[config.mk]
export PLATFORM = sky130hd
export DESIGN_NAME = xoodyak_duplex_flat
export DESIGN_NICKNAME = d
export VERILOG_FILES = /design/src/xoodoo_pkg.sv /design/src/xoodyak_pkg.sv /design/src/xoodyak_ifs.sv /design/src/xoodyak_duplex.sv /design/src/flat_wrapper.sv
export VERILOG_INCLUDE_DIRS = /design/src
export SDC_FILE = /design/constraint.sdc
export NUM_CORES = 1
export LEC_CHECK = 0
export BUFFER_PORTS_ARGS = -buffer_cell sky130_fd_sc_hd__clkbuf_2
export CAP_MARGIN = 20
export CORE_AREA = 4 4 693 695
export DETAILED_ROUTE_END_ITERATION = 6
export DIE_AREA = 0 0 697 699
export GPL_TIMING_DRIVEN = 1
export SYNTH_ARGS = -nofsm -noshare
export SYNTH_HDL_FRONTEND = slang
export SYNTH_SLANG_ARGS = --single-unit
[constraint.sdc]
create_clock -name eph1 -period 2 [get_ports eph1]
set_input_delay 0.2 -clock eph1 [delete_from_list [all_inputs] [get_ports eph1]]
set_output_delay 0.2 -clock eph1 [all_outputs]
set_load 0.005 [all_outputs]
[src/xoodyak_macros.svh]
`ifndef XOODYAK_MACROS_SVH
`define XOODYAK_MACROS_SVH

// Permutation geometry
`define XOODYAK_STATE_W 384
`define XOODYAK_LANE_W 32
`define XOODYAK_RC_W 12

// Data widths seen at the mode level
`define XOODYAK_TEXT_W 192
`define XOODYAK_TAG_W 128

// Three rounds per clock, twelve rounds in four clocks
`define XOODOO_ROUNDS_PER_CYCLE 3
`define XOODOO_GROUPS 4
`define XOODYAK_GROUP_W 2

// Associated data is always one full 16 byte block
`define XOODYAK_AD_LEN 8'h10

`endif

[src/xoodoo_pkg.sv]
package xoodoo_pkg;

`include "xoodyak_macros.svh"

        // ------------------------------
        // Permutation state types
        // ------------------------------

        // One lane, indexed by z
        typedef logic [`XOODYAK_LANE_W-1:0] lane_t;

        // Four lanes make a plane, index x
        typedef lane_t [3:0] plane_t;

        // Full state in native plane/lane/z order
        // Flat view for the mode logic, plane view for the rounds
        typedef union packed {
                logic [`XOODYAK_STATE_W-1:0] flat;
                plane_t [2:0]                planes;
        } xoodoo_state_u;

        // Round constant, applied to the low bits of lane 3 in plane 0
        typedef logic [`XOODYAK_RC_W-1:0] round_const_t;

endpackage

[src/xoodyak_pkg.sv]
package xoodyak_pkg;

`include "xoodyak_macros.svh"

        // Run phases, idle between messages
        typedef enum logic [1:0] {
                PHASE_IDLE,
                PHASE_ABSORB,
                PHASE_CRYPT,
                PHASE_SQUEEZE
        } phase_t;

        // Decrypt also checks the tag
        typedef enum logic {
                OP_ENCRYPT = 1'b0,
                OP_DECRYPT = 1'b1
        } opmode_t;

        typedef logic [`XOODYAK_TEXT_W-1:0] text_t;
        typedef logic [`XOODYAK_TAG_W-1:0]  tag_t;
        typedef logic [`XOODYAK_TAG_W-1:0]  key_t;
        typedef logic [`XOODYAK_GROUP_W-1:0] group_t;

endpackage

[src/xoodyak_ifs.sv]
// ------------------------------
// Registered run arguments
// ------------------------------

// Held from the edge after an accepted start until the next one
interface args_if
        import xoodyak_pkg::*;
();
        key_t    key;
        key_t    nonce;
        key_t    assodata;
        text_t   textin;
        key_t    verification_data;
        opmode_t opmode;

        modport source (
                output key, nonce, assodata, textin, verification_data, opmode
        );

        modport sink (
                input key, nonce, assodata, textin, verification_data, opmode
        );
endinterface

// ------------------------------
// Phase and round-group control
// ------------------------------

interface phase_if
        import xoodyak_pkg::*;
();
        phase_t phase;
        group_t round_group;
        // True on the last of the four round groups
        logic   group_last;
        // Start accepted this cycle
        logic   capture;

        modport ctrl (output phase, round_group, group_last, capture);

        modport view (input phase, round_group, group_last, capture);
endinterface

[src/xoodyak_duplex.sv]
module xoodyak_duplex
        import xoodoo_pkg::*;
        import xoodyak_pkg::*;
(
        input  logic          eph1,
        input  logic          reset,
        phase_if.view         ctl,
        args_if.sink          args,
        input  xoodoo_state_u perm_out,
        output xoodoo_state_u perm_in,
        output text_t         textout,
        output tag_t          authdata,
        output logic          encdone,
        output logic          sqzdone,
        output logic          verify
);

`include "xoodyak_macros.svh"

        localparam int SW = `XOODYAK_STATE_W;

        // Domain bits flipped before the crypt permutation
        localparam logic [SW-1:0] CRYPT_DOMAIN = (SW'(1) << 248) | SW'(8'h83);
        // Domain bits flipped before the squeeze permutation
        localparam logic [SW-1:0] SQZ_DOMAIN = (SW'(1) << 184) | (SW'(1) << 6);

        logic [SW-1:0] init_state;
        logic [SW-1:0] absorbed;
        text_t         crypt_text;
        text_t         fed_text;

        // ------------------------------
        // Permutation inputs
        // ------------------------------

        // key, nonce, AD length, 01, padding, 02
        assign init_state = {args.key, args.nonce, `XOODYAK_AD_LEN, 8'h01, 104'h0, 8'h02};

        // AD goes into the top 128 bits of the previous result
        assign absorbed = {args.assodata ^ perm_out.flat[SW-1 -: `XOODYAK_TAG_W],
                           perm_out.flat[SW-`XOODYAK_TAG_W-1:0]};

        // Keystream is the top of the state after crypt
        assign crypt_text = args.textin ^ perm_out.flat[SW-1 -: `XOODYAK_TEXT_W];

        // Ciphertext is always what gets fed back
        assign fed_text = (args.opmode == OP_DECRYPT) ? args.textin : crypt_text;

        always_comb begin
                unique case (ctl.phase)
                        PHASE_CRYPT:   perm_in.flat = absorbed ^ CRYPT_DOMAIN;
                        PHASE_SQUEEZE: perm_in.flat = {fed_text,
                                                       perm_out.flat[SW-`XOODYAK_TEXT_W-1:0]}
                                                      ^ SQZ_DOMAIN;
                        default:       perm_in.flat = init_state;
                endcase
        end

        // ------------------------------
        // Results and done flags
        // ------------------------------

        assign textout  = crypt_text;
        assign authdata = perm_out.flat[SW-1 -: `XOODYAK_TAG_W];

        // One cycle pulses, just after the last group of crypt or squeeze
        always_ff @(posedge eph1) begin
                if (reset) begin
                        encdone <= 1'b0;
                        sqzdone <= 1'b0;
                end else begin
                        encdone <= ctl.group_last & (ctl.phase == PHASE_CRYPT);
                        sqzdone <= ctl.group_last & (ctl.phase == PHASE_SQUEEZE);
                end
        end

        assign verify = sqzdone & (args.opmode == OP_DECRYPT) &
                        (authdata == args.verification_data);

endmodule

[src/flat_wrapper.sv]
// flat-port wrapper written by rule: the top's interface ports become plain ports
module xoodyak_duplex_flat import xoodoo_pkg::*; import xoodyak_pkg::*;
  (eph1, reset, perm_out, perm_in, textout, authdata, encdone, sqzdone, verify, ctl_phase, ctl_round_group, ctl_group_last, ctl_capture, args_key, args_nonce, args_assodata, args_textin, args_verification_data, args_opmode);
  phase_if ctl_i ();
  args_if args_i ();
  input  logic eph1;
  input  logic reset;
  input  xoodoo_state_u perm_out;
  output xoodoo_state_u perm_in;
  output text_t textout;
  output tag_t authdata;
  output logic encdone;
  output logic sqzdone;
  output logic verify;
  input wire logic [$bits(ctl_i.phase)-1:0] ctl_phase;
  input wire logic [$bits(ctl_i.round_group)-1:0] ctl_round_group;
  input wire logic [$bits(ctl_i.group_last)-1:0] ctl_group_last;
  input wire logic [$bits(ctl_i.capture)-1:0] ctl_capture;
  input wire logic [$bits(args_i.key)-1:0] args_key;
  input wire logic [$bits(args_i.nonce)-1:0] args_nonce;
  input wire logic [$bits(args_i.assodata)-1:0] args_assodata;
  input wire logic [$bits(args_i.textin)-1:0] args_textin;
  input wire logic [$bits(args_i.verification_data)-1:0] args_verification_data;
  input wire logic [$bits(args_i.opmode)-1:0] args_opmode;
  assign ctl_i.phase = ctl_phase;
  assign ctl_i.round_group = ctl_round_group;
  assign ctl_i.group_last = ctl_group_last;
  assign ctl_i.capture = ctl_capture;
  assign args_i.key = args_key;
  assign args_i.nonce = args_nonce;
  assign args_i.assodata = args_assodata;
  assign args_i.textin = args_textin;
  assign args_i.verification_data = args_verification_data;
  assign args_i.opmode = args_opmode;
  xoodyak_duplex u_core (.eph1(eph1), .reset(reset), .ctl(ctl_i), .args(args_i), .perm_out(perm_out), .perm_in(perm_in), .textout(textout), .authdata(authdata), .encdone(encdone), .sqzdone(sqzdone), .verify(verify));
endmodule
==> metrics.md <==
| Metric | Value |
|---|---|
| Max-Cap Viols | 0 |
| Port Buf Inserts | 1800 |
| Setup crit end kind | output port |
| Max FO, Critical Path | 1 |
| Most used DFF post-synth | dfxtp_1 |
| Clock sink count | 2 |
| CTS Buf Count | 3 |
| # DRC | 0 |
| CTS clock-pin slew for the worst setup and hold paths | 0.04 ns |
| Max incr delay on CP | 0.65 ns |
| Critical path class | in -> out |
| Status | finished, violations left |
| Ordered cell list for the critical path | clkbuf_8, xnor2_4, buf_6, nand4_1, nor4_1, buf_4, nand4_1, nor4_4, buf_12 |
| Post-route cell area | 34600 µm² |
| H-tree depth | 1 |
| Core Util, Final | 0.0730 |
| Die H | 699 µm |
| Final Setup Violations | 10 |
| Synthesized area per cell | 6.82 µm² |
| Post-synthesis sequential element count | 2 |
| Per-cell routed wire length | 43.9 µm |
| PD cells | 319 nW/µm² |
| Synthesized area | 13800 µm² |
| Layout cell share with drive strength beyond 1 | 0.593 |
| Ys async rst share | 0 |
| Comb pwr share | 0.963 |
| Period utilization | 1.35 |
| Violated checks | setup timing |
| Yosys cell types | 39 |
| Pre-Repair DR Iteration Count | 6 |
| Worst EP arrival | 2.49 ns |
| Commonest non-fill, non-tap cells in the layout | clkbuf_2, xor2_1, buf_4, xnor2_1, inv_1 |
| Worst-case clock buffer depth | 2 |
| Synth warn | 0 |
| Largest net degree at the start of global routing | 48 |
| Cell area after placement | 32900 µm² |
| Clock power share | 0.033 |
| # rows | 253 |
| Area growth from synthesis to layout | 151% |
| DRT Wirelength | 450000 µm |
| Final worst slack | -0.692 ns |
| Sequential share of power | 0.004 |
| Buffer and inverter count on the worst path | 4 |
| Placer Congestion | 1.13 |
| Die area | 487000 µm² |
| Post-synth EDFFs | 0 |
| Post-Syn Nets | 3122 |
| Core Region | 474000 µm² |
| Initial Util | 0.0291 |
| Max-slew headroom | 0.352 |
| Vias | 27057 |
| Initial antenna violation count | 573 |
| Gate Count Post-Synth | 2025 |
| Worst-Margin Slew | 0.968 ns |
| Gr usage total | 0.177 |
| DP Wirelength | 430000 µm |
| Post-route ant nets | 0 |
| Post-layout min period | 2.69 ns |
| CTS tree | done |
| Critical path startpoint category | input pin |
| Post-DR vias/cell | 2.64 |
| Total congestion overflow | 0 |
| Hold Fails Final Rpt | 0 |
| First-pass GRT wire length | 503000 µm |
| Clock Tree Root | clkbuf_16 |
| Switching share of power | 0.624 |
| Dpl ws | -1.11 ns |
| P_leak | 0.0148 µW |
| Post-synthesis sequential area ratio | 0.00290 |
| Leading cell type in the layout, fill and taps excluded | clkbuf_2 |
| Crit path max-delay family | simple AND/OR/NAND/NOR gates |
| Number of global-route vias before repair | 23539 |
| Slowest CP cell | nor4_4 |
| Top cell by count, worst path | nand4_1 |
| Max-slew violations | 0 |
| Chip width | 697 µm |
| Final net count | 4972 |
| Int Power | 4150 µW |
| Io pins | 1804 |
| FMAX | 0.371 GHz |
| Worst Hold Class | in -> reg |
| Initial DRC count | 2582 |
| CP required | 1.80 ns |
| RSZ-0062 raised after global routing | true |
| CTS Hold Bufs | 0 |
| Switching power total | 6890 µW |
| Max IR drop VDD | 0.000213 V |
==> synth_stat cells (all sizes together) (2+ instances only) <==
cell     instances  area (µm²)
a2111o           6        67.6
a2111oi          3        32.5
a21oi           65         325
a22o             2        17.5
a22oi            4        30.0
a311oi          63         552
and2           125         782
and4             2        17.5
buf            146        1040
clkbuf         105         394
dfxtp            2        40.0
inv            158         593
mux2           127        1430
nand2          119         447
nand2b          20         125
nand3           13        65.1
nand4           20         125
nor2            66         248
nor2b          140         876
nor3             3        15.0
nor4            11        81.3
o2111ai          6        52.6
o211ai         128         961
o21ai          141         706
o221ai           3        26.3
o22ai            5        31.3
o2bb2ai          2        17.5
or3             12        75.1
xnor2          189        1660
xor2           334        2930
==> cells by family (layout without fill, tap and decap cells) <==
| group | Yosys count | after routing | synth area share |
|---|---|---|---|
| and+or+nand+nor | 534 | 534 | 0.209 |
| muxes | 128 | 128 | 0.104 |
| AOI/OAI and AO/OA | 429 | 429 | 0.205 |
| buffers and inverters | 409 | 2257 | 0.147 |
| other | 0 | 141 | 0 |
| DFF | 2 | 2 | 0.00290 |
| xor gates and xnor gates | 523 | 523 | 0.332 |
==> path summary, 6_finish.rpt <==
kind / from / end / cells after the start
setup / recovery: args_verification_data[90] / verify / 9
hold / removal: reset / u_core.encdone / 2
==> state kept, by name, summed over array words and instances, names as in the netlist <==
name            flops
u_core.encdone      1
u_core.sqzdone      1
==> stage by stage <==
stage / std cells / hold slack, ns / power [µW] / setup TNS, ns
floorplan: 2025 / 0.276 / 2520 / 0
global placement: 10085 / 0.385 / 10400 / -5.28
detailed placement: 10088 / 0.395 / 10500 / -4.30
CTS: 10111 / 0.118 / 11300 / -0.805
global route: 10185 / 0.149 / 11600 / -1.37
finish: 10261 / 0.148 / 11000 / -1.01
==> final cells by class <==
cell class              instances  area (µm²)
well taps                    6247        7820
clock buffers                   3        75.1
repair buffers               2096       13400
multi-input cells            1614       12300
fillers                     55752      439000
flip-flops and latches          2        40.0
diodes                        141         353
inverters                     158         593
==> what timing repair did <==
action | 4_1_cts | 5_1_grt
gates cloned | 9 | 1
pin swaps | 26 | 38
setup endpoints to repair | 42 | 75
gates resized for setup | 109 | 108
setup buffers | 14 | 10
==> metal layers <==
metal | vias to the layer above | track usage | routed length [µm] | share of wire
met3 | 1126 | 0.152 | 83900 | 0.19
met1 | 12422 | 0.176 | 153000 | 0.34
li1 | 10565 | - | - | -
met4 | 470 | 0.0351 | 14400 | 0.032
met5 | - | 0.0116 | 3840 | 0.0085
met2 | 2474 | 0.278 | 195000 | 0.43
==> power groups by stage <==
stage                     logic (µW)  registers, µW  clock network, µW
after floorplan                 2480           42.3                  0
after global placement         10400           42.5                  0
after detailed placement       10500           42.4                  0
after CTS                      10900           41.7                406
after global routing           11200           41.9                385
final                          10600           41.8                368
Note: power is estimated with default switching activity, not from simulation.
