**src/xoodyak_macros.svh**
```systemverilog
`ifndef XOODYAK_MACROS_SVH
`define XOODYAK_MACROS_SVH

// Permutation geometry
`define XOODYAK_STATE_W 384
`define XOODYAK_LANE_W 32
`define XOODYAK_RC_W 12

// Data widths seen at the mode level
`define XOODYAK_TEXT_W 192
`define XOODYAK_TAG_W 128

// Three rounds per clock, twelve rounds in four clocks
`define XOODOO_ROUNDS_PER_CYCLE 3
`define XOODOO_GROUPS 4
`define XOODYAK_GROUP_W 2

// Associated data is always one full 16 byte block
`define XOODYAK_AD_LEN 8'h10

`endif

```
**src/xoodyak_pkg.sv**
```systemverilog
package xoodyak_pkg;

`include "xoodyak_macros.svh"

        // Run phases, idle between messages
        typedef enum logic [1:0] {
                PHASE_IDLE,
                PHASE_ABSORB,
                PHASE_CRYPT,
                PHASE_SQUEEZE
        } phase_t;

        // Decrypt also checks the tag
        typedef enum logic {
                OP_ENCRYPT = 1'b0,
                OP_DECRYPT = 1'b1
        } opmode_t;

        typedef logic [`XOODYAK_TEXT_W-1:0] text_t;
        typedef logic [`XOODYAK_TAG_W-1:0]  tag_t;
        typedef logic [`XOODYAK_TAG_W-1:0]  key_t;
        typedef logic [`XOODYAK_GROUP_W-1:0] group_t;

endpackage

```
**src/xoodyak_ifs.sv**
```systemverilog
// ------------------------------
// Registered run arguments
// ------------------------------

// Held from the edge after an accepted start until the next one
interface args_if
        import xoodyak_pkg::*;
();
        key_t    key;
        key_t    nonce;
        key_t    assodata;
        text_t   textin;
        key_t    verification_data;
        opmode_t opmode;

        modport source (
                output key, nonce, assodata, textin, verification_data, opmode
        );

        modport sink (
                input key, nonce, assodata, textin, verification_data, opmode
        );
endinterface

// ------------------------------
// Phase and round-group control
// ------------------------------

interface phase_if
        import xoodyak_pkg::*;
();
        phase_t phase;
        group_t round_group;
        // True on the last of the four round groups
        logic   group_last;
        // Start accepted this cycle
        logic   capture;

        modport ctrl (output phase, round_group, group_last, capture);

        modport view (input phase, round_group, group_last, capture);
endinterface

```
**src/xoodyak_capture.sv**
```systemverilog
module xoodyak_capture
        import xoodyak_pkg::*;
(
        input  logic   eph1,
        input  logic   reset,
        input  text_t  textin,
        input  key_t   nonce,
        input  key_t   assodata,
        input  key_t   key,
        input  key_t   verification_data,
        input  logic   opmode,
        args_if.source args,
        phase_if.view  ctl
);

        // ------------------------------
        // Mode bit
        // ------------------------------

        // Back to encrypt on reset so verify stays quiet
        always_ff @(posedge eph1) begin
                if (reset) begin
                        args.opmode <= OP_ENCRYPT;
                end else if (ctl.capture) begin
                        args.opmode <= opmode_t'(opmode);
                end
        end

        // ------------------------------
        // Payload registers
        // ------------------------------

        // Sampled on the accepting edge only
        // Caller may change its inputs once start has been taken
        always_ff @(posedge eph1) begin
                if (ctl.capture) begin
                        args.key               <= key;
                        args.nonce             <= nonce;
                        args.assodata          <= assodata;
                        args.textin            <= textin;
                        args.verification_data <= verification_data;
                end
        end

endmodule

```
**src/flat_wrapper.sv**
```systemverilog
// flat-port wrapper written by rule: the top's interface ports become plain ports
module xoodyak_capture_flat import xoodyak_pkg::*;
  (eph1, reset, textin, nonce, assodata, key, verification_data, opmode, args_key, args_nonce, args_assodata, args_textin, args_verification_data, args_opmode, ctl_phase, ctl_round_group, ctl_group_last, ctl_capture);
  args_if args_i ();
  phase_if ctl_i ();
  input  logic eph1;
  input  logic reset;
  input  text_t textin;
  input  key_t nonce;
  input  key_t assodata;
  input  key_t key;
  input  key_t verification_data;
  input  logic opmode;
  output wire logic [$bits(args_i.key)-1:0] args_key;
  output wire logic [$bits(args_i.nonce)-1:0] args_nonce;
  output wire logic [$bits(args_i.assodata)-1:0] args_assodata;
  output wire logic [$bits(args_i.textin)-1:0] args_textin;
  output wire logic [$bits(args_i.verification_data)-1:0] args_verification_data;
  output wire logic [$bits(args_i.opmode)-1:0] args_opmode;
  input wire logic [$bits(ctl_i.phase)-1:0] ctl_phase;
  input wire logic [$bits(ctl_i.round_group)-1:0] ctl_round_group;
  input wire logic [$bits(ctl_i.group_last)-1:0] ctl_group_last;
  input wire logic [$bits(ctl_i.capture)-1:0] ctl_capture;
  assign args_key = args_i.key;
  assign args_nonce = args_i.nonce;
  assign args_assodata = args_i.assodata;
  assign args_textin = args_i.textin;
  assign args_verification_data = args_i.verification_data;
  assign args_opmode = args_i.opmode;
  assign ctl_i.phase = ctl_phase;
  assign ctl_i.round_group = ctl_round_group;
  assign ctl_i.group_last = ctl_group_last;
  assign ctl_i.capture = ctl_capture;
  xoodyak_capture u_core (.eph1(eph1), .reset(reset), .textin(textin), .nonce(nonce), .assodata(assodata), .key(key), .verification_data(verification_data), .opmode(opmode), .args(args_i), .ctl(ctl_i));
endmodule
```
**config.mk**
```make
export PLATFORM = sky130hd
export DESIGN_NAME = xoodyak_capture_flat
export DESIGN_NICKNAME = d
export VERILOG_FILES = /design/src/xoodyak_pkg.sv /design/src/xoodyak_ifs.sv /design/src/xoodyak_capture.sv /design/src/flat_wrapper.sv
export VERILOG_INCLUDE_DIRS = /design/src
export SDC_FILE = /design/constraint.sdc
export NUM_CORES = 1
export LEC_CHECK = 0
export BUFFER_PORTS_ARGS = -buffer_cell sky130_fd_sc_hd__buf_4
export CORE_AREA = 8 8 548 550
export CTS_BUF_LIST = sky130_fd_sc_hd__clkbuf_8
export DETAILED_ROUTE_END_ITERATION = 10
export DIE_AREA = 0 0 556 558
export GPL_ROUTABILITY_DRIVEN = 0
export PLACE_DENSITY_LB_ADDON = 0.08
export SYNTH_ARGS = -nofsm -noshare
export SYNTH_HDL_FRONTEND = slang
export SYNTH_SLANG_ARGS = --single-unit
```
**constraint.sdc**
```tcl
create_clock -name eph1 -period 0.8 [get_ports eph1]
set_input_delay 0.12 -clock eph1 [delete_from_list [all_inputs] [get_ports eph1]]
set_output_delay 0.12 -clock eph1 [all_outputs]
set_load 0.1 [all_outputs]
```
==> results, run 1 <==
- The level count of the clock H-tree is 4.
- The synthesized cell area is 21,200 um2.
- The fraction of the yosys area taken by sequential cells is 0.999.
- The count of hold buffers inserted by post-cts repair is 1,279.
- By area the synthesized netlist is led by sky130_fd_sc_hd__edfxtp_1, sky130_fd_sc_hd__dfxtp_1, sky130_fd_sc_hd__mux2i_1, sky130_fd_sc_hd__nor2_1.
- Each instance of the synthesized netlist takes up on average 29.9 um2.
- The post-placement worst setup slack is -475 ps.
- The tool reported: "[ERROR RSZ-0060] Max buffer count reached".
- Synthesis inferred 705 register bits.
- The count of distinct cell types in the synthesized netlist is 4.
- The number of nets handed over by synthesis was around 1.4k.
- The largest total area in the synthesized netlist belongs to sky130_fd_sc_hd__edfxtp_1.
- The run stopped with a tool error.
- For this configuration, the core starts out at a cell density of 0.0725.
- The floorplan die height is approximately 560 um.
- The area share of the largest cell type after synthesis is 0.998.
- The half-perimeter wire length of the detailed placement result is 132 mm.
- The number of setup buffers added after CTS is 0.
- The floorplan has ~200 rows.
- The last stage reached is 4_1_cts.
- The clock sink count is 705.
- TritonCTS created 157 clock buffers.
- The number of I/O port buffers is 1,412.
- Pin placement for this block handled 1,418 I/O pins.
- The cell at the root of the clock tree is sky130_fd_sc_hd__clkbuf_8.
- The width of the chip is around 560 um.
- The total of cells resized after clock tree synthesis is 630.
- The post-synthesis instance total is 707.
- The maximum clock path buffer count is 4.
- The synthesis warning total is 0.
## synthesized netlist by cell type, drive strengths merged
cell type,instances
edfxtp,704
dfxtp,1
mux2i,1
nor2,1
## through the flow
step | setup TNS, ps | util | std cells | area, um2
floorplan | -157830 | - | 707 | 21200
detailed placement | -249000 | 0.133 | 6120 | 38800
global placement | -235650 | 0.133 | 6120 | 38800
## cell families after synthesis
group | count (synthesis) | synth area share
AND/OR/NAND/NOR | 1 | 0.000177
multiplexers | 1 | 0.000473
flip-flops | 705 | 0.999
==> run 2: changes to the inputs <==
--- a/config.mk
+++ b/config.mk
@@ -7,12 +7,11 @@
 export NUM_CORES = 1
 export LEC_CHECK = 0
 export BUFFER_PORTS_ARGS = -buffer_cell sky130_fd_sc_hd__buf_4
-export CORE_AREA = 8 8 548 550
-export CTS_BUF_LIST = sky130_fd_sc_hd__clkbuf_8
+export CORE_AREA = 8 8 550 552
 export DETAILED_ROUTE_END_ITERATION = 10
-export DIE_AREA = 0 0 556 558
+export DIE_AREA = 0 0 558 560
 export GPL_ROUTABILITY_DRIVEN = 0
-export PLACE_DENSITY_LB_ADDON = 0.08
+export PLACE_DENSITY_LB_ADDON = 0.15
 export SYNTH_ARGS = -nofsm -noshare
 export SYNTH_HDL_FRONTEND = slang
 export SYNTH_SLANG_ARGS = --single-unit
==> constraint.sdc (replaced) <==
create_clock -name eph1 -period 1.04 [get_ports eph1]
set_input_delay 0.156 -clock eph1 [delete_from_list [all_inputs] [get_ports eph1]]
set_output_delay 0.156 -clock eph1 [all_outputs]
set_load 0.1 [all_outputs]
==> run 2 against run 1 <==
  * The flow now finishes, with violations (negative setup slack)
  * Synthesized cell count unchanged
  * Area after synthesis did not move
==> results, run 2 <==
- The flow ran to the end, but the final reports show violations.
- The checks that failed: negative setup slack.
- The average detailed-routed wire length per instance is 24.1 um.
- The total overflow left after global routing is 0.
- The top-level I/O count is between 1k and 1.5k.
- Together, buffers and inverters on the worst path number 2.
- The detail route stage leaves a number of antenna-violating nets equal to 0.
- The count of flip-flops with a built-in enable after synthesis is about 700.
- The total power density per cell area is 1870 nW/um2.
- The data arrival time of the critical path is 1600 ps.
- The number of cells in the design after placement is 6,096.
- The count of filler cells inserted in the layout is 32.1k.
- Counting instances in the post-synthesis netlist gives the leading cell types as sky130_fd_sc_hd__edfxtp_1, sky130_fd_sc_hd__dfxtp_1, sky130_fd_sc_hd__mux2i_1, sky130_fd_sc_hd__nor2_1.
- For this run, design rule violations remaining after detail routing come to 0.
- Summed over all nets, the half-perimeter wirelength after detailed placement is 147 mm.
- The ratio of final minimum period to clock period is 1.69.
- The worst register-to-register path has a setup slack of 380 ps.
- The setup slack of the critical path after layout is -720 ps.
- In this run the mean area of a mapped cell was 29.9 um2.
- The worst hold path belongs to the class input pin to register.
- The synthesis-to-layout area growth is 143%.
- The H-tree was split into 3 levels.
- The initial antenna violation count is around 160.
- The post-synthesis instance total is 707.
- The largest individual stage delay along the critical path comes from the cell sky130_fd_sc_hd__edfxtp_1.
- The flop and latch count out of synthesis is 705.
- In the routed layout, each cell is associated on average with a via count of between 2 and 3.
- The most instantiated flip-flop cell in the synthesis netlist is sky130_fd_sc_hd__edfxtp_1.
- Across the run, the number of max-cap violations was 0.
- The final net count is 3,765.
- The final setup violation count is 834.
- Summing over every cut layer, the via total after detailed routing is 17.7k.
- The number of iterations in the first detailed-routing pass is 4.
- In the layout the commonest cells are sky130_fd_sc_hd__dlygate4sd3_1, sky130_fd_sc_hd__buf_4, sky130_fd_sc_hd__edfxtp_1.
- The maximum clock path buffer count is 4.
- The worst setup skew after layout is 0 ps.
- The first global-routing pass estimated 214 mm of wire.
- The core area is 293,000 um2.
- Summing all multi-input logic gate instances after layout gives 13.8 um2.
- The class of the most critical setup path is register to output pin.
- For this run, the total global-route usage over all layers was measured as 0.104.
- The endpoint class of the critical path is an output pin.
- The cell with the most instances after synthesis is sky130_fd_sc_hd__edfxtp_1.
- In this run the static leakage power is around 20 nW.
- The register with the most flip-flops is u_core.args.textin.
- The floorplan has 199 rows.
- The TritonCTS buffer count is 100.
- The worst-case headroom to the max-slew limit is 0.709.
- The post-placement worst setup slack is -200 ps.
- The initial standard-cell utilization of the core is 0.0723.
- The actual slew at the worst max-slew pin is 435 ps.
- Wires add up to 170 mm.
- The clock net in this run drives a total of 705 sinks.
- Traced cell by cell, the critical path runs through buf_6 -> buf_12.
- In this run the worst path has a maximum fanout of 1.
- TritonCTS built the clock tree.
- For this run, the number of Yosys warnings is 0.
- The post-CTS clock slew at the launch and capture registers of the worst setup and hold paths is 60 ps.
- VDD sags by at most 1.16 mV.
- STA classifies the critical path startpoint as a register.
- In the final layout, flip-flops and latches occupy 21,200 um2.
- The final-report hold violation count is 0.
- The floorplan step defined a die boundary enclosing 312,000 um2.
- The via count of the first global-routing pass is 19.9k.
- The number of I/O port buffers is approximately 1.4k.
- The fraction of the core area covered by cells at the end of the flow is 0.175.
- The floorplan die height is 560 um.
- Setup repair after global routing could not meet its margin everywhere.
- The most frequent standard cell in the layout excluding fill and tap cells is sky130_fd_sc_hd__dlygate4sd3_1.
- The number of nets handed over by synthesis was 1,420.
- The tightest hold path in the finished design has a slack of 105 ps.
- The largest delay contributor family on the critical path is flip-flops.
- Of the cells placed in the final design, the portion with a size suffix greater than 1 is 0.511.
- At the worst endpoint, the required time is 880 ps.
- The DRC marker count from the first detailed-route iteration is approximately 860.
- The tree is rooted in a sky130_fd_sc_hd__clkbuf_16.
- The latest clock arrival within the worst-skew pair is 770 ps.
- Of the post-synthesis cell area, the dominant cell type holds 0.998.
- The final cell count without fillers is 7,075.
- For this run, the slowest stage of the critical path takes 480 ps.
- The flip-flop count of the largest register after layout is 192.
- The die is 558 um wide.
- For this run, asynchronously set or reset flops after synthesis account for 0.
- The synthesized cell area is between 20,000 and 25,000 um2.
- For this run, the top clock speed supported by timing is 568 MHz.
- Entering global routing, the biggest net connects 37 pins.
- The count of distinct cell types in the synthesized netlist is 4.
- After layout, the minimum clock period comes to between 1500 and 2000 ps.
- The final-report max-slew violation count came to 0.
- For this run, the register share of the synthesized area comes to 0.999.
- Of all cell types, the one taking the most synthesized area is sky130_fd_sc_hd__edfxtp_1.
- In the post-synthesis netlist, the biggest area contributors are sky130_fd_sc_hd__edfxtp_1, sky130_fd_sc_hd__dfxtp_1, sky130_fd_sc_hd__mux2i_1, sky130_fd_sc_hd__nor2_1.
## run 2: report_power, final
| part | internal, mW | total [mW] | switching [mW] |
|---|---|---|---|
| sequential | 33.9 | 35.2 | 1.34 |
| clock | 18.6 | 32.0 | 13.4 |
| combinational | 8.21 | 28.7 | 20.5 |
## run 2: worst paths after layout
kind                                     startpoint                               to  cells past startpoint
hold reg to reg     u_core.args.opmode$_SDFFE_PP0P_  u_core.args.opmode$_SDFFE_PP0P_                      2
setup / recovery  u_core.args.textin[183]$_DFFE_PP_                 args_textin[183]                      2
setup reg to reg    u_core.args.opmode$_SDFFE_PP0P_  u_core.args.opmode$_SDFFE_PP0P_                      2
hold / removal                            nonce[40]  u_core.args.nonce[40]$_DFFE_PP_                      2
## run 2: area by class of cell
class	count	share of cell area
clock buffer	128	0.0517
timing repair buffer	2243	0.433
tap	3919	0.0954
antenna	35	0.00170
multi-input combinational	2	0.000268
clock inverter	43	0.00560
sequential	705	0.412
## run 2: kinds of logic (layout without fill, tap and decap cells)
family | Yosys count | after routing | synth area share
flops | 705 | 705 | 0.999
mux | 1 | 1 | 0.000473
simple gates | 1 | 1 | 0.000177
other cells | 0 | 35 | 0
buf+inv | 0 | 2414 | 0
## run 2: repair_timing
action,in CTS,in global routing
resized for setup,787,28
buffers inserted,0,0
hold buffers,775,0
hold endpoints to repair,919,0
setup endpoints to repair,705,728
## run 2: per-stage QoR
step           total power [mW]  instance area, um2  TNS (ps)
4_1_cts                    98.2               51200   -426960
5_1_grt                    99.4               51300   -408530
6_report                   96.0               51400   -344270
3_5_place_dp               59.9               37500    -65950
2_1_floorplan              51.1               21200    -14090
3_3_place_gp               60.1               37500    -65920
## run 2: metal layers
layer	routed length (um)	global-route usage	share of wire	up-vias
met3	20400	0.0505	0.12	285
met1	70300	0.127	0.41	8523
met2	75900	0.165	0.45	1154
met5	665	0	0.0039	-
li1	-	-	-	7667
met4	3150	0.0198	0.018	104
(Power assumes the default switching activity.)
