===== config.mk =====
export PLATFORM = sky130hd
export DESIGN_NAME = xoodyak_sequencer_flat
export DESIGN_NICKNAME = d
export VERILOG_FILES = /design/src/xoodyak_pkg.sv /design/src/xoodyak_ifs.sv /design/src/xoodyak_sequencer.sv /design/src/flat_wrapper.sv
export VERILOG_INCLUDE_DIRS = /design/src
export SDC_FILE = /design/constraint.sdc
export NUM_CORES = 1
export LEC_CHECK = 0
export CAP_MARGIN = 30
export CORE_AREA = 3 3 40 42
export CTS_BUF_LIST = sky130_fd_sc_hd__clkbuf_4
export DETAILED_ROUTE_END_ITERATION = 8
export DIE_AREA = 0 0 43 45
export DONT_BUFFER_PORTS = 1
export GPL_TIMING_DRIVEN = 0
export PLACE_DENSITY = 0.37
export SKIP_CTS_REPAIR_TIMING = 1
export SYNTH_ARGS = -nofsm -noshare
export SYNTH_HDL_FRONTEND = slang
export SYNTH_SLANG_ARGS = --single-unit

===== constraint.sdc =====
create_clock -name eph1 -period 1.1 [get_ports eph1]
set_input_delay 0.275 -clock eph1 [delete_from_list [all_inputs] [get_ports eph1]]
set_output_delay 0.275 -clock eph1 [all_outputs]
set_load 0.05 [all_outputs]

===== src/xoodyak_macros.svh =====
`ifndef XOODYAK_MACROS_SVH
`define XOODYAK_MACROS_SVH

// Permutation geometry
`define XOODYAK_STATE_W 384
`define XOODYAK_LANE_W 32
`define XOODYAK_RC_W 12

// Data widths seen at the mode level
`define XOODYAK_TEXT_W 192
`define XOODYAK_TAG_W 128

// Three rounds per clock, twelve rounds in four clocks
`define XOODOO_ROUNDS_PER_CYCLE 3
`define XOODOO_GROUPS 4
`define XOODYAK_GROUP_W 2

// Associated data is always one full 16 byte block
`define XOODYAK_AD_LEN 8'h10

`endif


===== src/xoodyak_pkg.sv =====
package xoodyak_pkg;

`include "xoodyak_macros.svh"

        // Run phases, idle between messages
        typedef enum logic [1:0] {
                PHASE_IDLE,
                PHASE_ABSORB,
                PHASE_CRYPT,
                PHASE_SQUEEZE
        } phase_t;

        // Decrypt also checks the tag
        typedef enum logic {
                OP_ENCRYPT = 1'b0,
                OP_DECRYPT = 1'b1
        } opmode_t;

        typedef logic [`XOODYAK_TEXT_W-1:0] text_t;
        typedef logic [`XOODYAK_TAG_W-1:0]  tag_t;
        typedef logic [`XOODYAK_TAG_W-1:0]  key_t;
        typedef logic [`XOODYAK_GROUP_W-1:0] group_t;

endpackage


===== src/xoodyak_ifs.sv =====


// ------------------------------
// Phase and round-group control
// ------------------------------

interface phase_if
        import xoodyak_pkg::*;
();
        phase_t phase;
        group_t round_group;
        // True on the last of the four round groups
        logic   group_last;
        // Start accepted this cycle
        logic   capture;

        modport ctrl (output phase, round_group, group_last, capture);

        modport view (input phase, round_group, group_last, capture);
endinterface


===== src/xoodyak_sequencer.sv =====
module xoodyak_sequencer
        import xoodyak_pkg::*;
(
        input  logic   eph1,
        input  logic   reset,
        input  logic   start,
        phase_if.ctrl  ctl
);

`include "xoodyak_macros.svh"

        phase_t phase_q;
        phase_t phase_next;
        group_t group_q;
        logic   last;
        logic   accept;

        // Busy runs ignore start, there is no cancel besides reset
        assign accept = start & (phase_q == PHASE_IDLE);

        // Group counter stays 0 in idle, so this is never true there
        assign last = (group_q == group_t'(`XOODOO_GROUPS - 1));

        // ------------------------------
        // Phase order
        // ------------------------------

        // Short-message form: absorb of key/nonce/AD, then crypt, then squeeze
        always_comb begin
                phase_next = phase_q;
                unique case (phase_q)
                        PHASE_IDLE: begin
                                if (accept) begin
                                        phase_next = PHASE_ABSORB;
                                end
                        end
                        PHASE_ABSORB: begin
                                if (last) begin
                                        phase_next = PHASE_CRYPT;
                                end
                        end
                        PHASE_CRYPT: begin
                                if (last) begin
                                        phase_next = PHASE_SQUEEZE;
                                end
                        end
                        PHASE_SQUEEZE: begin
                                if (last) begin
                                        phase_next = PHASE_IDLE;
                                end
                        end
                        default: phase_next = PHASE_IDLE;
                endcase
        end

        // Counter runs in every active phase and wraps after four groups
        always_ff @(posedge eph1) begin
                if (reset) begin
                        phase_q <= PHASE_IDLE;
                        group_q <= '0;
                end else begin
                        phase_q <= phase_next;
                        if (phase_q == PHASE_IDLE || last) begin
                                group_q <= '0;
                        end else begin
                                group_q <= group_q + 1'b1;
                        end
                end
        end

        assign ctl.phase       = phase_q;
        assign ctl.round_group = group_q;
        assign ctl.group_last  = last;
        assign ctl.capture     = accept;

endmodule


===== src/flat_wrapper.sv =====
// flat-port wrapper written by rule: the top's interface ports become plain ports
module xoodyak_sequencer_flat import xoodyak_pkg::*;
  (eph1, reset, start, ctl_phase, ctl_round_group, ctl_group_last, ctl_capture);
  phase_if ctl_i ();
  input  logic eph1;
  input  logic reset;
  input  logic start;
  output wire logic [$bits(ctl_i.phase)-1:0] ctl_phase;
  output wire logic [$bits(ctl_i.round_group)-1:0] ctl_round_group;
  output wire logic [$bits(ctl_i.group_last)-1:0] ctl_group_last;
  output wire logic [$bits(ctl_i.capture)-1:0] ctl_capture;
  assign ctl_phase = ctl_i.phase;
  assign ctl_round_group = ctl_i.round_group;
  assign ctl_group_last = ctl_i.group_last;
  assign ctl_capture = ctl_i.capture;
  xoodyak_sequencer u_core (.eph1(eph1), .reset(reset), .start(start), .ctl(ctl_i));
endmodule

==> results by group, run 1 <==
Status
  • Status: complete, but fails checks
  • Failing checks: negative setup slack

Floorplan
  • Starting density of the core: between 10% and 20%
  • Die area: approximately 1900 µm²
  • Io pins: 9
  • Die width: between 40 and 50 µm
  • Placeable Area: 1285 µm²
  • Die Ht: between 40 and 50 µm
  • Num rows: 13

STA
  • Final setup vio count: 6
  • Peak Freq: 0.7009 GHz
  • Period minus WS final: 1427 ps
  • Rel. slew slack: 85.72%
  • Final period utilization: 129.7%
  • Worst Tran Pin Value: 214.2 ps
  • Final slew viol count: 0
  • Final Hold Viols: 0
  • RSZ-0062 raised after global routing: yes
  • Worst Skew: about 1.5 ps
  • Setup ws final: -326.7 ps

CTS
  • Clk sink count: 4
  • Worst-skew pair later-pin latency: 240 ps
  • Maximum root-to-sink buffer count: 2
  • Worst-path clk slew: ~40 ps
  • TritonCTS clock tree: built
  • CTS H-Tree Depth: 1
  • Cts bufs inserted: 3
  • Clock Tree Root: clkbuf_4

Worst setup path
  • CP top delay family: flip-flops
  • CP startpoint: u_core.ctl.phase[0]
  • WP data required: slightly above 800 ps
  • Critical Path End Type: output pin
  • Crit path cell chain: inv_4 -> ha_4 -> and2_4
  • Worst R2R Path Depth: 5
  • Startpoint types: flop
  • Slowest CP cell: dfxtp_4
  • Largest stage delay on the critical path: ~470 ps
  • Crit path kind: reg2out
  • Crit Reg-Reg Startpoint: u_core.ctl.phase[0]
  • WP buf/inv: 1
  • Critical path peak fanout: 5
  • Arrival time worst endpoint: about 1200 ps
  • R2R setup slack: -270 ps
  • Setup crit end: ctl_capture
  • Reg-to-reg endpoint: u_core.ctl.phase[1]
  • Levels on crit path: 3

Logic synthesis
  • Yosys cell types: 11
  • Cell area after synthesis: between 200 and 250 µm²
  • Number of synthesized register bits: 4
  • Seq/Total Area, Yosys: 32.49%
  • Synth Instances: 23
  • Syn Nets: 31
  • Synth warn: 0
  • Avg Synthesized Cell Area: between 10 and 15 µm²

Final layout
  • Seq. cell area: between 90 and 100 µm²
  • Layout cell share with drive strength beyond 1: 66.67%
  • Post-layout util: between 20% and 30%
  • Final #Nets: 37
  • Non-filler instance count after layout: between 40 and 50
  • Diodes inserted: 0
  • Multi-input logic area: between 150 and 200 µm²
  • Fillers: 141
  • Area delta synth->final: 45.18%

Power
  • Leakage: approximately 0.14 nW
  • Worst IR Drop VDD: ~0.00098 V
  • Cell Pwr Density: roughly 3300 nW/µm²

Global route
  • Vias in the first global route: 177
  • Largest net degree at the start of global routing: 7
  • Overall global routing resource usage: 6.234%
  • First-pass GRT wire length: just under 800 µm
  • Grt ovf: 0
  • Initial antenna violation count: 0

Min path
  • Tightest Hold Check Type: in2reg

Routing
  • DR iter-0 viols: 1
  • Routed len/inst: around 13 µm
  • Drt drc: 0
  • DR pass1 iterations: 2
  • Drt via density: between 4 and 5
  • Post-route ant nets: 0
  • Drt total wl: ~540 µm
  • Total number of vias: 180

Run
  • Max Cap Viol: 0

Placement
  • Routability cong.: 0.6086
  • Placed Cells: 38
  • PortBufs: 0
## cell usage in the layout (no fill, tap or decap)
| cell | synthesis | final |
|---|---|---|
| dfxtp_4 | 0 | 4 |
| nand2b_1 | 3 | 3 |
| clkbuf_4 | 0 | 3 |
| inv_4 | 0 | 2 |
| mux2i_1 | 2 | 2 |
| ha_4 | 0 | 2 |
| ha_1 | 5 | 2 |
| and2_4 | 0 | 1 |
| nor3_2 | 1 | 1 |
| inv_1 | 3 | 1 |
| a2bb2oi_2 | 1 | 1 |
| nor4_2 | 0 | 1 |
| nor4b_2 | 0 | 1 |
| o21bai_1 | 1 | 1 |
| ha_2 | 0 | 1 |
| buf_4 | 0 | 1 |
## Yosys cell counts
library cell,number,area (µm²)
ha_1,5,62.56
and2_1,1,6.260
dfxtp_1,4,80.08
o21bai_1,1,7.510
a2bb2oi_2,1,15.01
nor4_1,1,6.260
inv_1,3,11.26
nor4b_1,1,8.760
nor3_2,1,10.01
mux2i_1,2,20.02
nand2b_1,3,18.77
## cells by family after synthesis
logic type	count (synthesis)	share of synthesized area, %
AO/OA/AOI/OAI	2	9.136
AND/OR/NAND/NOR	7	20.31
multiplexers	2	8.122
adder cells (fa/ha/maj)	5	25.38
flip-flops	4	32.49
buffers and inverters	3	4.568
## worst min path at each step
stage	cells after the start	slack, ps	endpoint	from
5_1_grt	1	80	u_core.ctl.round_group[0]	reset
2_1_floorplan	1	340	u_core.ctl.round_group[0]	reset
6_report	1	90	u_core.ctl.round_group[0]	reset
3_3_place_gp	1	350	u_core.ctl.round_group[0]	reset
3_5_place_dp	1	350	u_core.ctl.round_group[1]	reset
4_1_cts	1	90	u_core.ctl.round_group[0]	reset
## report_power, final
part / switching (mW) / internal [mW] / leakage, nW / total [mW]
Combinational: 0.238 / 0.252 / 0.0887 / 0.491
Sequential: 0.260 / 0.228 / 0.0356 / 0.488
Clock: 0.0745 / 0.123 / 0.0138 / 0.198
## layout make-up
class                   instances  share of cell area [%]
flip-flops and latches          4                   26.57
inverters                       3                   4.545
well taps                      15                   5.245
multi-input cells              16                   55.24
clock buffers                   3                   6.294
repair buffers                  1                   2.098
## per-stage QoR
| stage | area [µm²] | worst slack (ps) | power, mW | hold WS [ps] | setup TNS, ps |
|---|---|---|---|---|---|
| after floorplan | 274.0 | -173.7 | 0.8068 | 344.6 | -466.2 |
| after global placement | 292.8 | -262.2 | 0.8647 | 346.6 | -765.2 |
| after detailed placement | 292.8 | -260.8 | 0.8689 | 349.2 | -847.8 |
| after CTS | 315.3 | -450.9 | 1.074 | 86.29 | -1413 |
| after global routing | 357.8 | -359.8 | 1.258 | 76.47 | -1437 |
| final | 357.8 | -326.7 | 1.177 | 92.86 | -1123 |
## registers in the layout, indices dropped and copies added, names as in the netlist
signal	cells
u_core.ctl.phase	2
u_core.ctl.round_group	2
## metal layers
metal	track usage [%]	wire length, µm
met2	7.485	250
met4	5.422	19
met3	5.976	69
met5	0	0
met1	6.235	199
Note: power is estimated with default switching activity, not from simulation.
==> inputs of run 2 (changes only) <==
--- a/config.mk
+++ b/config.mk
@@ -6,6 +6,7 @@
 export SDC_FILE = /design/constraint.sdc
 export NUM_CORES = 1
 export LEC_CHECK = 0
+export ABC_CLOCK_PERIOD_IN_PS = 1100
 export CAP_MARGIN = 30
 export CORE_AREA = 3 3 40 42
 export CTS_BUF_LIST = sky130_fd_sc_hd__clkbuf_4
@@ -13,7 +14,7 @@
 export DIE_AREA = 0 0 43 45
 export DONT_BUFFER_PORTS = 1
 export GPL_TIMING_DRIVEN = 0
-export PLACE_DENSITY = 0.37
+export PLACE_DENSITY = 0.4
 export SKIP_CTS_REPAIR_TIMING = 1
 export SYNTH_ARGS = -nofsm -noshare
 export SYNTH_HDL_FRONTEND = slang
==> run 2 against run 1 <==
The flow still finishes with violations (negative setup slack). Maximum frequency fell by 0.57%. Global-route usage grew 1.6 points. Hold slack better by 8.7 ps. Sequential power about the same. Utilization rose by 2.5 points. Non-clock buffer count increased by 2. Critical path type unchanged. Sequential share of layout area fell by 2.2 points. Final cell count grew 7.1%. Critical path depth unchanged. Count of clock-buffer cells in the layout is 1 higher. Combinational power grew 26%.
==> results by group, run 2 (same netlist as run 1, synthesis figures left out) <==
Status
  • Status: complete, but fails checks (unchanged)
  • Failing checks: negative setup slack (unchanged)

STA
  • Worst Tran Pin Value: 216.4 ps (was 214.2 ps)
  • Worst Skew: 19.94 ps (was 1.480 ps)
  • Setup ws final: -334.9 ps (was -326.7 ps)
  • Rel. slew slack: 85.57% (was 85.72%)
  • Final setup vio count: 6 (unchanged)
  • TNS Setup: -1347 ps (was -1123 ps)
  • Hold slack: 101.5 ps (was 92.86 ps)
  • RSZ-0062 raised after global routing: yes (unchanged)
  • Peak Freq: 0.6969 GHz (was 0.7009 GHz)
  • Final period utilization: 130.4% (was 129.7%)
  • Final Hold Viols: 0 (unchanged)
  • Final slew viol count: 0 (unchanged)
  • Period minus WS final: 1435 ps (was 1427 ps)

Power
  • Cell Pwr Density: 3449 nW/µm² (was 3288 nW/µm²)
  • Design Power: 1.346 mW (was 1.177 mW)
  • Worst IR Drop VDD: 0.001244 V (was 0.0009842 V)
  • Leakage: 0.1561 nW (was 0.1381 nW)

Placement
  • Routability cong.: 0.5629 (was 0.6086)
  • PortBufs: 0 (unchanged)
  • Placed Cells: 38 (unchanged)
  • Detail Placement HPWL: ~400 µm
  • Setup WS pre-CTS: -270.7 ps (was -260.8 ps)

Global route
  • Grt ovf: 0 (unchanged)
  • Initial antenna violation count: 0 (unchanged)
  • Vias in the first global route: 191 (was 177)
  • Overall global routing resource usage: 7.814% (was 6.234%)
  • First-pass GRT wire length: 966 µm (was 786 µm)
  • Largest net degree at the start of global routing: 7 (unchanged)

Run
  • Max Cap Viol: 0 (unchanged)

CTS
  • CTS H-Tree Depth: 1 (unchanged)
  • Worst-skew pair later-pin latency: 250 ps (was 240 ps)
  • TritonCTS clock tree: built (unchanged)
  • Worst-path clk slew: 50 ps (was 40 ps)
  • Clock Tree Root: clkbuf_4 (unchanged)
  • Clk sink count: 4 (unchanged)
  • Maximum root-to-sink buffer count: 2 (unchanged)
  • Cts bufs inserted: 3 (unchanged)

Routing
  • DR iter-0 viols: 1 (unchanged)
  • Drt drc: 0 (unchanged)
  • Routed len/inst: 12.49 µm (was 12.81 µm)
  • Post-route ant nets: 0 (unchanged)
  • Total number of vias: 190 (was 180)
  • Drt via density: 4.222 (was 4.286)
  • DR pass1 iterations: 2 (unchanged)
  • Drt total wl: 562 µm (was 538 µm)

Worst setup path
  • Crit Reg-Reg Startpoint: u_core.ctl.phase[0] (unchanged)
  • Crit path cell chain: inv_4 -> ha_4 -> and2_4 (unchanged)
  • Largest stage delay on the critical path: 470 ps (about the same)
  • WP data required: 820 ps (about the same)
  • Worst R2R Path Depth: 5 (unchanged)
  • Startpoint types: flop (unchanged)
  • Slowest CP cell: dfxtp_4 (unchanged)
  • Critical path peak fanout: 5 (unchanged)
  • Reg-to-reg endpoint: u_core.ctl.phase[0] (was u_core.ctl.phase[1])
  • WP buf/inv: 1 (unchanged)
  • Arrival time worst endpoint: 1160 ps (was 1150 ps)
  • CP top delay family: flip-flops (unchanged)
  • R2R setup slack: -300 ps (was -270 ps)
  • Crit path kind: reg2out (unchanged)
  • Critical Path End Type: output pin (unchanged)

Final layout
  • Fillers: 135 (was 141)
  • Layout cell share with drive strength beyond 1: 70.00% (was 66.67%)
  • Diodes inserted: 0 (unchanged)
  • Non-filler instance count after layout: 45 (was 42)
  • Area delta synth->final: 58.38% (was 45.18%)
  • Most frequent cells in the layout: clkbuf_4, dfxtp_4, nand2b_1 (was dfxtp_4, nand2b_1, clkbuf_4)
  • Final #Nets: 39 (was 37)

Min path
  • Worst Hold Depth: 1 (unchanged)
  • Hold Crit Start: reset (unchanged)
  • Tightest Hold Check Type: in2reg (unchanged)
  • Hold endpoint: u_core.ctl.round_group[0] (unchanged)

Floorplan
  • Die area: 1935 µm² (unchanged)
  • Starting density of the core: 19.18% (unchanged)
  • Placeable Area: 1285 µm² (unchanged)
  • Die width: 43 µm (unchanged)
  • Io pins: 9 (unchanged)
  • Die Ht: 45 µm (unchanged)
  • Num rows: 13 (unchanged)
[run 2: changes by cell type in the layout (fill, tap and decap cells not counted), sizes merged]
| cell | previous run | this run |
|---|---|---|
| clkbuf | 3 | 4 |
| buf | 1 | 3 |
[run 2: worst max-delay path by stage]
stage | start | end | cells after the start
after global placement | u_core.ctl.phase[1] | u_core.ctl.phase[1] | 5
after CTS | u_core.ctl.phase[0] | ctl_capture | 3
after floorplan | u_core.ctl.phase[1] | u_core.ctl.phase[0] | 5
after detailed placement | u_core.ctl.phase[0] | u_core.ctl.phase[0] | 5
after global routing | u_core.ctl.phase[1] | ctl_capture | 3
final | u_core.ctl.phase[0] | ctl_capture | 3
[run 2: routing by layer]
metal | vias to the layer above | share of wire, % | GRT usage (%)
met5 | - | 0 | 0
met4 | 0 | 0 | 9.036
met3 | 0 | 8.4 | 6.375
met2 | 7 | 52 | 11.68
met1 | 89 | 40 | 5.755
li1 | 94 | - | -
[run 2: area by class of cell]
type | count | area (µm²) | area share [%]
Clock buffer | 4 | 30.03 | 7.692
Inverter | 3 | 16.27 | 4.167
Multi-Input combinational cell | 16 | 203.9 | 52.24
Sequential cell | 4 | 95.09 | 24.36
Tap cell | 15 | 18.77 | 4.808
Timing Repair Buffer | 3 | 26.28 | 6.731
[run 2: power breakdown]
part	internal [mW]	total (mW)	leakage, nW	switching (mW)
clock network	0.162	0.237	0.0184	0.0756
logic	0.346	0.619	0.102	0.273
registers	0.228	0.490	0.0356	0.262
total	0.736	1.35	0.156	0.611
[run 2: through the flow]
step,util (%),area (µm²)
2_1_floorplan,-,274.0
3_3_place_gp,22.78,292.8
3_5_place_dp,22.78,292.8
4_1_cts,25.12,322.8
5_1_grt,30.38,390.4
6_report,30.38,390.4
